[src/ppu_pkg.sv]
package ppu_pkg;

    // dot position within a line or line within a frame
    typedef logic [8:0] dot_t;

    // {palette select, pixel value}
    typedef logic [3:0] color_idx_t;

    typedef logic [4:0] pal_addr_t;
    typedef logic [7:0] pal_entry_t;
    typedef logic [5:0] pixel_t;
    typedef logic [7:0] line_idx_t;

    // frame geometry of 341 dots by 262 lines
    localparam dot_t LAST_DOT  = 9'd340;
    localparam dot_t LAST_LINE = 9'd261;

    localparam int SCREEN_WIDTH = 256;

    // last dot of pixel output and sprite-zero checking
    localparam dot_t RENDER_END_DOT = 9'd255;
    localparam dot_t SP_FETCH_END   = 9'd320;
    localparam dot_t TILE_FETCH_END = 9'd336;

    localparam dot_t VIS_LAST_LINE = 9'd240;
    localparam dot_t POST_LINE     = 9'd241;

    // columns below this one can be clipped
    localparam dot_t LEFT_CLIP = 9'd8;

    // NMI pulse length in dots
    localparam dot_t NMI_DOTS = 9'd3;

    localparam pal_entry_t GREY_MASK = 8'h30;

    // horizontal phase within a scanline
    typedef enum logic [2:0] {
        SL_PRE_CYC,
        IDLE_CYC,
        SP_PRE_CYC,
        TL_PRE_CYC,
        GARB_CYC
    } hs_state_t;

    // vertical phase within a frame
    typedef enum logic [1:0] {
        PRE_SL,
        VIS_SL,
        POST_SL,
        VBLANK_SL
    } vs_state_t;

endpackage

[src/ppu_timing_if.sv]
interface ppu_timing_if import ppu_pkg::*; ();

    // current dot position
    dot_t col;
    dot_t row;

    // high on the last dot of every line
    logic line_end;

    hs_state_t hs_state;
    vs_state_t vs_state;

    modport counter (
        output col, row, line_end
    );

    modport fsm (
        input  col, row, line_end,
        output hs_state, vs_state
    );

    modport sink (
        input col, row, line_end, hs_state, vs_state
    );

endinterface

[src/ppu_status.sv]
module ppu_status import ppu_pkg::*; (
    input  logic       clk,
    input  logic       rst_n,
    input  logic       dot_en,
    ppu_timing_if.sink tim,
    input  logic       opaque_overlap,
    input  logic       nmi_enable,
    output logic       vblank,
    output logic       sp_zero_hit,
    output logic       nmi_n
);

    logic frame_start;
    logic vblank_start;
    logic sp_zero_set;

    // first dot of the pre-render and post-render lines
    assign frame_start  = (tim.vs_state == PRE_SL) && (tim.col == '0);
    assign vblank_start = (tim.vs_state == POST_SL) && (tim.col == '0);

    assign sp_zero_set = opaque_overlap && (tim.vs_state == VIS_SL) &&
                         (tim.col <= RENDER_END_DOT);

    // active-low pulse over the first dots of the post-render line
    assign nmi_n = !(nmi_enable && (tim.vs_state == POST_SL) && (tim.col < NMI_DOTS));

    always_ff @(posedge clk or negedge rst_n) begin
        if (!rst_n) begin
            vblank      <= 1'b0;
            sp_zero_hit <= 1'b0;
        end else if (dot_en) begin
            if (frame_start) begin
                vblank      <= 1'b0;
                sp_zero_hit <= 1'b0;
            end else begin
                if (vblank_start) begin
                    vblank <= 1'b1;
                end
                // sticky until the next frame
                if (sp_zero_set) begin
                    sp_zero_hit <= 1'b1;
                end
            end
        end
    end

endmodule

[src/flat_wrapper.sv]
// flat-port wrapper written by rule: the top's interface ports become plain ports
module ppu_status_flat import ppu_pkg::*;
  (clk, rst_n, dot_en, opaque_overlap, nmi_enable, vblank, sp_zero_hit, nmi_n, tim_col, tim_row, tim_line_end, tim_hs_state, tim_vs_state);
  ppu_timing_if tim_i ();
  input  logic clk;
  input  logic rst_n;
  input  logic dot_en;
  input  logic opaque_overlap;
  input  logic nmi_enable;
  output logic vblank;
  output logic sp_zero_hit;
  output logic nmi_n;
  input wire logic [$bits(tim_i.col)-1:0] tim_col;
  input wire logic [$bits(tim_i.row)-1:0] tim_row;
  input wire logic [$bits(tim_i.line_end)-1:0] tim_line_end;
  input wire logic [$bits(tim_i.hs_state)-1:0] tim_hs_state;
  input wire logic [$bits(tim_i.vs_state)-1:0] tim_vs_state;
  assign tim_i.col = tim_col;
  assign tim_i.row = tim_row;
  assign tim_i.line_end = tim_line_end;
  assign tim_i.hs_state = tim_hs_state;
  assign tim_i.vs_state = tim_vs_state;
  ppu_status u_core (.clk(clk), .rst_n(rst_n), .dot_en(dot_en), .tim(tim_i), .opaque_overlap(opaque_overlap), .nmi_enable(nmi_enable), .vblank(vblank), .sp_zero_hit(sp_zero_hit), .nmi_n(nmi_n));
endmodule
[config.mk]
export PLATFORM = sky130hd
export DESIGN_NAME = ppu_status_flat
export DESIGN_NICKNAME = d
export VERILOG_FILES = /design/src/ppu_pkg.sv /design/src/ppu_timing_if.sv /design/src/ppu_status.sv /design/src/flat_wrapper.sv
export SDC_FILE = /design/constraint.sdc
export NUM_CORES = 1
export LEC_CHECK = 0
export ABC_CLOCK_PERIOD_IN_PS = 1100
export BUFFER_PORTS_ARGS = -buffer_cell sky130_fd_sc_hd__buf_4
export CAP_MARGIN = 20
export CORE_AREA = 2 2 39 41
export CTS_CLUSTER_DIAMETER = 40
export DETAILED_ROUTE_END_ITERATION = 10
export DIE_AREA = 0 0 41 43
export REMOVE_ABC_BUFFERS = 1
export SYNTH_ARGS = -nofsm -noshare
export SYNTH_HDL_FRONTEND = slang
export SYNTH_SLANG_ARGS = --single-unit
[constraint.sdc]
create_clock -name clk -period 1.1 [get_ports clk]
set_clock_uncertainty 0.1 [all_clocks]
set_input_delay 0.055 -clock clk [delete_from_list [all_inputs] [get_ports clk]]
set_output_delay 0.055 -clock clk [all_outputs]
set_load 0.01 [all_outputs]
Word level (Yosys, flattened, before mapping)
Index checks and enable logic that the tools add are counted.
{"block": "word_totals", "reg_bits": 2, "inputBits": 29, "output_inout_bits": 3, "elab_cells": 23}
{"block": "classes", "order_cmp": 2, "eq_ne": 2, "muxes": 4, "reduce_logical": 13}
{"operator": "$le A9 B8 Y1 const B", "n": 1}
{"operator": "$logic_not A9 Y1", "n": 1}
{"operator": "$lt A9 B2 Y1 const B", "n": 1}
{"operator": "$logic_and A1 B1 Y1", "n": 6}
{"operator": "$mux W1", "n": 4}
{"operator": "$reduce_and A2 Y1", "n": 2}
{"operator": "$reduce_bool A2 Y1", "n": 2}
{"operator": "$eq A2 B1 Y1 const B", "n": 1}
{"operator": "$eq A2 B2 Y1 const B", "n": 1}
{"operator": "$logic_not A2 Y1", "n": 1}
{"operator": "$logic_not A1 Y1", "n": 1}

Depth between registers and ports, before layout
Gate-level depths: netlist of run 1.
{"block": "depth", "word_depth": 5, "depth_mapped": 3}

Worst setup path after synthesis of run 1
Ideal clock, no wire load.
{"block": "synth_timing", "kind": "input port to flip-flop", "from": "input port tim_col[5]", "to": "register u_core.vblank", "setup_ns": 0.128, "arrival_time_ns": 0.794, "t_required_ns": 0.872, "setup_slack_ns": 0.079, "path_stages": 3, "cell_sequence": "nor4_2 > nand4_1 > mux2_1"}
{"block": "synth_via", "elab_chain_cells": 4, "elab_cells_between_ends": 6, "cone_classes": "1 x mux; 5 x reduce/logical"}
{"item": "start: declaration", "line_no": "flat_wrapper.sv:13", "rtl": "input wire logic [$bits(tim_i.col)-1:0] tim_col;"}
{"item": "$logic_not A9 Y1 (*)", "line_no": "ppu_status.sv:18, ppu_status.sv:19"}
{"item": "$logic_and A1 B1 Y1 (on tied branches)", "line_no": "ppu_status.sv:19, ppu_status.sv:18"}
{"item": "$reduce_bool A2 Y1 (no line)"}
{"item": "$reduce_and A2 Y1 (no line)"}
{"item": "end signal: assignment", "line_no": "ppu_status.sv:29", "rtl": "vblank <= 1'b0;"}
{"item": "end signal: assignment", "line_no": "ppu_status.sv:33", "rtl": "vblank <= 1'b0;"}
{"item": "end signal: assignment", "line_no": "ppu_status.sv:37", "rtl": "vblank <= 1'b1;"}
{"item": "end: declaration", "line_no": "ppu_status.sv:8", "rtl": "output logic vblank,"}
Every way passes the cells marked *; elsewhere a longest branch is shown, timed or not.
A chain may end at the register's enable or synchronous reset.

Worst setup path after layout of run 1
{"block": "layout_timing", "from": "input port tim_vs_state[1]", "to": "register u_core.vblank"}
{"block": "layout_via", "elab_chain_cells": 4, "elab_cells_between_ends": 7, "cone_classes": "1 x eq/ne; 1 x mux; 5 x reduce/logical"}
{"item": "start: declaration", "line_no": "flat_wrapper.sv:17", "rtl": "input wire logic [$bits(tim_i.vs_state)-1:0] tim_vs_state;"}
{"item": "$eq A2 B2 Y1 / $logic_not A2 Y1 (equally long branches)", "line_no": "ppu_status.sv:19, ppu_status.sv:18"}
{"item": "$logic_and A1 B1 Y1 (on tied branches)", "line_no": "ppu_status.sv:19, ppu_status.sv:18"}
{"item": "$reduce_bool A2 Y1 (no line)"}
{"item": "$reduce_and A2 Y1 (no line)"}
Parallel ways exist; a longest one is shown, timed or not.

==> results.toml, run 1 <==
[run_status]
outcome = "complete, no violations"

[worst_setup_path]
crit_path_start = "tim_vs_state[1]"
cp-end-kind = "register"
endpoint = "u_core.vblank$_DFFE_PN0P_"
required_ns = 1.10
path_max_fanout = 3
r2r_cells = 1
worstSetupStartpointType = "primary input"
r2r_slack_ns = 0.22
regToRegEndpoint = "u_core.vblank$_DFFE_PN0P_"
cp_data_arrival_time_ns = 1.02
critPathKind = "primary input to register"
r2r-start = "u_core.vblank$_DFFE_PN0P_"

[pwr]
p_int_mw = 0.263
switching_share = 0.214
p_sw_mw = 0.0717
peakVddDrop_v = 0.000219
power.total_mw = 0.334
clockPowerShare = 0.479
combPwrFrac = 0.265
seq_power_share = 0.256
leakage_nw = 0.161
power_density_mw_per_mm2 = 994

[drt]
drtAntennaViolNets = 0
first_iter_violations = 1
post_drt_wl_per_cell_um = 9.15
drc = 0
drtPass1Iterations = 2
vias = 202
routed_wl_um = 485
vias_per_cell = 3.81

[timing]
period_needed_ns = 1.02
worst_pin_slew_ns = 0.262
post-route-period-util = 0.931
relSlewSlack = 0.824
setup_tns_ns = 0
fmax_mhz = 977
fin_ws_ns = 0.0764
finalHoldViolCount = 0
maxSlewViolCount = 0
setup_viol = 0
rsz0062_at_grt = "false"
holdWs_ns = 0.0450

[cts]
cts_tree = "built"
clockBufferDepth = 2
clock_latency_ns = 0.22
cts.repair.resized = 0
clk_pin_slew_worst_paths_ns = 0.03
cts_setup_buffers = 0
hold_buffers = 2
ctsHtreeMaxLevel = 1
cts_buffers = 3
cts-root-buf = "clkbuf_4"
cts.sinks = 2

[global_routing]
grt_overflow = 0
grt_pass1_vias = 215
grt_usage = 0.0693
grt_first_pass_wirelength_um = 724
grt_antenna_before_repair = 0
grt_max_degree = 4

[logic_synthesis]
synth_mux_area_frac = 0.0857
yosys.area_share.simple = 0.362
synth_compound_area_frac = 0.171
ys_ff_latch = 2
synthesis.area_um2 = 131
synthAdderAreaFrac = 0
ys_types = 10
syn_area_per_cell_um2 = 10.1
synthXorXnorAreaFrac = 0
ys.warnings.count = 0
syn_inst = 13
synth_top_family_by_area = "simple AND/OR/NAND/NOR gates"
ys_seq_area_frac = 0.381

[layout]
drive_above_1_share = 0.649
antenna_cells = 0
seq_area_um2 = 50.0
multiInputGateArea_um2 = 81.3
nets = 68
n_fill_cell = 152
area_growth_pct = 156

[placement]
dpl.hpwl_um = 407
port-buffer-count = 18
gp_congestion = 0.571
dp_slack_ns = -0.114

[floorplanning]
die_y_um = 43
die_x_um = 41
ioPinCount = 32
start_util = 0.0949
core_area_mm2 = 0.00138
rows = 14
die_area_mm2 = 0.00176

[min_path]
hp-class = "primary input to async pin"

[job]
drv_cap = 0
registers in the layout, indices dropped and copies added, names as in the netlist:
signal and count:
u_core.sp_zero_hit 1, u_core.vblank 1
Yosys cell counts (all sizes together):
master	count	area (um^2)
a21oi	1	5.00
a41o	1	10.0
dfrtp	2	50.1
mux2	1	11.3
nand2	1	3.75
nand3	1	5.00
nand4	1	6.26
nor2	2	7.51
nor4	2	25.0
o21a	1	7.51
through the flow:
stage                     utilization  cells  cell area (um^2)
final                           0.243     53               337
after global routing            0.243     53               337
after CTS                       0.243     53               337
after detailed placement        0.212     48               294
after global placement          0.212     48               294
after floorplan                     -     13               131
critical path, cell delays in order:
cell and delay (ns):
buf_4 0.12, dlygate4sd3_1 0.57, mux2_1 0.29
worst min path at each step:
stage	endpoint	slack [ns]	cells past startpoint	start
6_report	u_core.vblank$_DFFE_PN0P_	0.04	2	rst_n
5_1_grt	u_core.vblank$_DFFE_PN0P_	0.05	2	rst_n
4_1_cts	u_core.vblank$_DFFE_PN0P_	0.04	2	rst_n
3_5_place_dp	u_core.vblank$_DFFE_PN0P_	-0.26	1	rst_n
3_3_place_gp	u_core.sp_zero_hit$_DFFE_PN0P_	-0.26	1	rst_n
2_1_floorplan	u_core.sp_zero_hit$_DFFE_PN0P_	-0.34	0	rst_n
logic make-up (layout without fill, tap and decap cells):
group | count (synthesis) | count (layout)
AOI/OAI and AO/OA | 3 | 3
muxes | 1 | 1
DFF | 2 | 2
and+or+nand+nor | 7 | 7
buffers and inverters | 0 | 24
power by group through the flow:
stage | registers, mW | clock network (mW) | logic [mW]
floorplan | 0.0894 | 0 | 0.0170
global placement | 0.0863 | 0 | 0.0846
detailed placement | 0.0867 | 0 | 0.0848
CTS | 0.0859 | 0.174 | 0.0905
global route | 0.0867 | 0.175 | 0.0981
finish | 0.0855 | 0.160 | 0.0887
cell usage in the layout (no fill, tap or decap):
cell / Yosys / layout
nor2_1: 2 / 2
nand3_1: 1 / 1
nand4_1: 1 / 1
mux2_1: 1 / 1
a21oi_1: 1 / 1
nand2_1: 1 / 1
dlygate4sd3_1: 0 / 2
buf_4: 0 / 19
a41o_1: 1 / 1
dfrtp_1: 2 / 2
o21a_1: 1 / 1
nor4_2: 2 / 2
clkbuf_4: 0 / 3
area by class of cell:
class / instances / share of cell area
timing repair buffer: 21 / 0.483
tap: 16 / 0.0595
clock buffer: 3 / 0.0669
sequential: 2 / 0.149
multi-input combinational: 11 / 0.242
routing by layer:
layer  global-route usage  part of all wire  vias to the layer above
met2               0.0969              0.41                       17
met5                    0                 0                        -
met3               0.0576              0.23                        0
met1               0.0482              0.36                       84
met4               0.0800                 0                        0
li1                     -                 -                      101
Power figures use the tool's default switching activity.
==> run 2, diff against run 1 <==
--- a/config.mk
+++ b/config.mk
@@ -12,6 +12,7 @@
 export CTS_CLUSTER_DIAMETER = 40
 export DETAILED_ROUTE_END_ITERATION = 10
 export DIE_AREA = 0 0 41 43
+export PLACE_DENSITY_LB_ADDON = 0.08
 export REMOVE_ABC_BUFFERS = 1
 export SYNTH_ARGS = -nofsm -noshare
 export SYNTH_HDL_FRONTEND = slang
==> results.toml, run 2 (synthesized netlist as in run 1, its figures left out) <==
[drt]
met1Wirelength_um = 209
routed_wl_um = 514
vias_per_cell = 3.69
drc = 0
post_drt_wl_per_cell_um = 9.52
maxUsedRoutingLayer = "met3"
first_iter_violations = 0
drtPass1Iterations = 1
wl_met3_um = 61
vias = 199
wl_met2_um = 243
drtAntennaViolNets = 0

[global_routing]
grt_overflow = 0
grt_max_degree = 4
grt_usage = 0.0692
grt_antenna_before_repair = 0
grt_first_pass_wirelength_um = 786
grt_pass1_vias = 194

[worst_setup_path]
worst_path_max_delay_cell = "dlygate4sd3_1"
crit_buf_inv = 2
worstSetupStartpointType = "primary input"
cp_data_arrival_time_ns = 1.04
path_depth = 3
path_delay_family = "buffers and inverters"
r2r_cells = 2
critPathKind = "primary input to register"
path_cells = "buf_4 -> dlygate4sd3_1 -> mux2_1"
cpPeakStageDelay_ns = 0.58
cp-end-kind = "register"
path_max_fanout = 3
required_ns = 1.10

[cts]
cts_tree = "built"
cts.sinks = 2
ctsHtreeMaxLevel = 1
clockBufferDepth = 2
cts-root-buf = "clkbuf_4"
cts.repair.resized = 0
clock_latency_ns = 0.22
cts_buffers = 3
clk_pin_slew_worst_paths_ns = 0.03

[timing]
post-route-period-util = 0.949
fin_ws_ns = 0.0563
period_needed_ns = 1.04
maxSlewViolCount = 0
relSlewSlack = 0.822
rsz0062_at_grt = "false"
holdWs_ns = 0.0537
finalHoldViolCount = 0
fmax_mhz = 958
setup_viol = 0
worst_pin_slew_ns = 0.265

[layout]
nets = 69
drive_above_1_share = 0.658
post-route-cell-area_um2 = 344
final_cell_mix = "buf_4 (20), clkbuf_4 (3)"
area_growth_pct = 162
n_fill_cell = 161
antenna_cells = 0
final_common_cell = "buf_4"
reg_top3 = "u_core.sp_zero_hit x1, u_core.vblank x1"

[pwr]
power_density_mw_per_mm2 = 972
peakVddDrop_v = 0.000509
power.total_mw = 0.334
leakage_nw = 0.166

[placement]
port-buffer-count = 18
place_area_um2 = 302
dp_slack_ns = -0.138
gp_congestion = 0.557

[run_status]
outcome = "complete, no violations"

[floorplanning]
die_y_um = 43
core_area_mm2 = 0.00138
rows = 14
start_util = 0.0949
die_area_mm2 = 0.00176
die_x_um = 41
ioPinCount = 32

[job]
drv_cap = 0

[min_path]
hp-class = "primary input to async pin"
[run 2: cell count changes in the layout (fill, tap and decap cells not counted), sizes merged]
| cell | delta |
|---|---|
| buf | +1 |
[run 2: cell type report]
class	count	area [um^2]	area share
Multi-Input combinational cell	11	81.3	0.236
Tap cell	16	20.0	0.0582
Timing Repair Buffer	22	170	0.495
Clock buffer	3	22.5	0.0655
Sequential cell	2	50.0	0.145
[run 2: report_power, final]
part	internal, mW	switching (mW)
Combinational	0.0623	0.0289
Sequential	0.0814	0.00403
Clock	0.120	0.0377
Total	0.264	0.0707
[run 2: worst paths after layout]
path,end,slack (ns),startpoint
hold reg to reg,u_core.vblank$_DFFE_PN0P_,0.39,u_core.vblank$_DFFE_PN0P_
max in group asynchronous,u_core.vblank$_DFFE_PN0P_,0.75,rst_n
min in group clk,u_core.sp_zero_hit$_DFFE_PN0P_,0.09,dot_en
setup / recovery,u_core.vblank$_DFFE_PN0P_,0.06,tim_vs_state[1]
hold / removal,u_core.sp_zero_hit$_DFFE_PN0P_,0.05,rst_n
setup reg to reg,u_core.sp_zero_hit$_DFFE_PN0P_,0.21,u_core.sp_zero_hit$_DFFE_PN0P_
[run 2: worst register-to-register path, stage by stage (launching register included)]
cell,delay (ns)
dfrtp_1,0.37
a41o_1,0.21
o21a_1,0.10
[run 2: metal layers]
metal	global-route usage	up-vias
met5	0	-
met4	0.0400	0
met3	0.0471	0
met2	0.0938	11
met1	0.0769	86
li1	-	102
[run 2: per-stage QoR]
step	TNS, ns	util	std cells
floorplan	0	-	13
global placement	-0.144	0.218	49
detailed placement	-0.138	0.218	49
CTS	0	0.249	54
global route	0	0.249	54
finish	0	0.249	54
[run 2: repair_timing]
action,4_1_cts,5_1_grt
hold endpoints to repair,4,0
buffers inserted,0,0
hold buffers,2,0
==> run 3, diff against run 2 <==
--- a/config.mk
+++ b/config.mk
@@ -8,12 +8,14 @@
 export ABC_CLOCK_PERIOD_IN_PS = 1100
 export BUFFER_PORTS_ARGS = -buffer_cell sky130_fd_sc_hd__buf_4
 export CAP_MARGIN = 20
-export CORE_AREA = 2 2 39 41
+export CELL_PAD_IN_SITES_DETAIL_PLACEMENT = 1
+export CELL_PAD_IN_SITES_GLOBAL_PLACEMENT = 1
+export CORE_MARGIN = 2
+export CORE_UTILIZATION = 10
 export CTS_CLUSTER_DIAMETER = 40
 export DETAILED_ROUTE_END_ITERATION = 10
-export DIE_AREA = 0 0 41 43
 export PLACE_DENSITY_LB_ADDON = 0.08
-export REMOVE_ABC_BUFFERS = 1
+export RECOVER_POWER = 25
 export SYNTH_ARGS = -nofsm -noshare
 export SYNTH_HDL_FRONTEND = slang
 export SYNTH_SLANG_ARGS = --single-unit
==> results.toml, run 3 (synthesized netlist as in run 1, its figures left out) <==
[layout]
nets = 70
multiInputGateArea_um2 = 90.1
seq_area_um2 = 50.0
final_common_cell = "buf_4"
drive_above_1_share = 0.641
area_growth_pct = 170
reg_top3 = "u_core.sp_zero_hit x1, u_core.vblank x1"
final_cell_mix = "buf_4 (20), clkbuf_4 (3), nor2_1 (2), dlygate4sd3_1 (2), dfrtp_1 (2)"
antenna_cells = 0
stdcell_count = 54
n_fill_cell = 161

[floorplanning]
core_area_mm2 = 0.00127
die_area_mm2 = 0.00162
rows = 13
die_x_um = 40.2
die_y_um = 40.2
start_util = 0.104
ioPinCount = 32

[global_routing]
grt_pass1_vias = 201
grt_overflow = 0
grt_usage = 0.0798
grt_first_pass_wirelength_um = 807
grt_antenna_before_repair = 0
grt_max_degree = 4

[timing]
rsz0062_at_grt = "false"
period_needed_ns = 1.02
setup_viol = 0
post-route-period-util = 0.929
relSlewSlack = 0.817
maxSlewViolCount = 0
worst_pin_slew_ns = 0.272
fmax_mhz = 979
holdWs_ns = 0.0554
finalHoldViolCount = 0

[placement]
port-buffer-count = 18
gp_congestion = 0.572
dpl.cell_count = 49
dpl.hpwl_um = 465

[worst_setup_path]
worstSetupStartpointType = "primary input"
critPathKind = "primary input to register"
required_ns = 1.10
cp-end-kind = "register"
path_max_fanout = 3
cp_data_arrival_time_ns = 1.02

[drt]
vias = 210
drc = 0
drtPass1Iterations = 1
drtAntennaViolNets = 0
routed_wl_um = 534
first_iter_violations = 0
vias_per_cell = 3.89
post_drt_wl_per_cell_um = 9.89

[pwr]
seq_power_share = 0.247
combPwrFrac = 0.283
peakVddDrop_v = 0.000366
leakage_nw = 0.169
switching_share = 0.230
p_sw_mw = 0.0792
power_density_mw_per_mm2 = 971
clockPowerShare = 0.470
p_int_mw = 0.266

[cts]
ctsHtreeMaxLevel = 1
clk_pin_slew_worst_paths_ns = 0.03
cts_setup_buffers = 0
cts.sinks = 2
clock_latency_ns = 0.22
cts-root-buf = "clkbuf_4"
clockBufferDepth = 2
cts_buffers = 3
cts_tree = "built"

[min_path]
hp-class = "primary input to async pin"

[run_status]
outcome = "complete, no violations"

[job]
drv_cap = 0

[logic_synthesis]
syn-num-nets = 42
[run 3: changes by cell type in the layout (fill, tap and decap cells not counted)]
cell | previous run | this run
nor4_4 | 0 | 1
nor4_2 | 2 | 1
clkbuf_1 | 0 | 1
[run 3: layout make-up]
type / instances / area share
clock buffers: 3 / 0.0634
multi-input cells: 11 / 0.254
flip-flops and latches: 2 / 0.141
well taps: 15 / 0.0528
repair buffers: 23 / 0.489
[run 3: worst paths after layout]
check / start / end / slack [ns] / cells past startpoint
setup / recovery: tim_vs_state[1] / u_core.vblank$_DFFE_PN0P_ / 0.08 / 3
hold / removal: rst_n / u_core.vblank$_DFFE_PN0P_ / 0.06 / 2
setup reg to reg: u_core.sp_zero_hit$_DFFE_PN0P_ / u_core.sp_zero_hit$_DFFE_PN0P_ / 0.21 / 2
hold reg to reg: u_core.vblank$_DFFE_PN0P_ / u_core.vblank$_DFFE_PN0P_ / 0.39 / 1
max in group asynchronous: rst_n / u_core.sp_zero_hit$_DFFE_PN0P_ / 0.72 / 2
min in group clk: dot_en / u_core.sp_zero_hit$_DFFE_PN0P_ / 0.09 / 3
[run 3: routing by layer]
metal	global-route usage	routed length, um
met1	0.0820	174
met2	0.121	322
met3	0.0333	37
met4	0.0750	0
met5	0	0
[run 3: through the flow]
stage | setup slack, ns | power (mW) | TNS, ns | cell area [um^2] | utilization
global route | 0.0397 | 0.375 | 0 | 355 | 0.280
detailed placement | -0.153 | 0.178 | -0.165 | 308 | 0.243
CTS | 0.0672 | 0.354 | 0 | 350 | 0.276
floorplan | 0.0788 | 0.106 | 0 | 131 | -
global placement | -0.124 | 0.175 | -0.124 | 308 | 0.243
finish | 0.0782 | 0.345 | 0 | 355 | 0.280
[run 3: repair_timing]
item,4_1_cts,5_1_grt
hold endpoints to repair,4,0
hold buffers,2,0
gates resized for setup,0,1
setup endpoints to repair,0,1
[run 3: power groups by stage]
stage          logic (mW)  clock network [mW]  registers, mW
2_1_floorplan      0.0170                   0         0.0894
3_3_place_gp       0.0891                   0         0.0862
3_5_place_dp       0.0917                   0         0.0863
4_1_cts            0.0976               0.171         0.0854
5_1_grt             0.106               0.183         0.0866
6_report           0.0977               0.162         0.0853
[run 3: critical path: stages]
cell	delay, ns
buf_4	0.12
dlygate4sd3_1	0.57
mux2_1	0.28
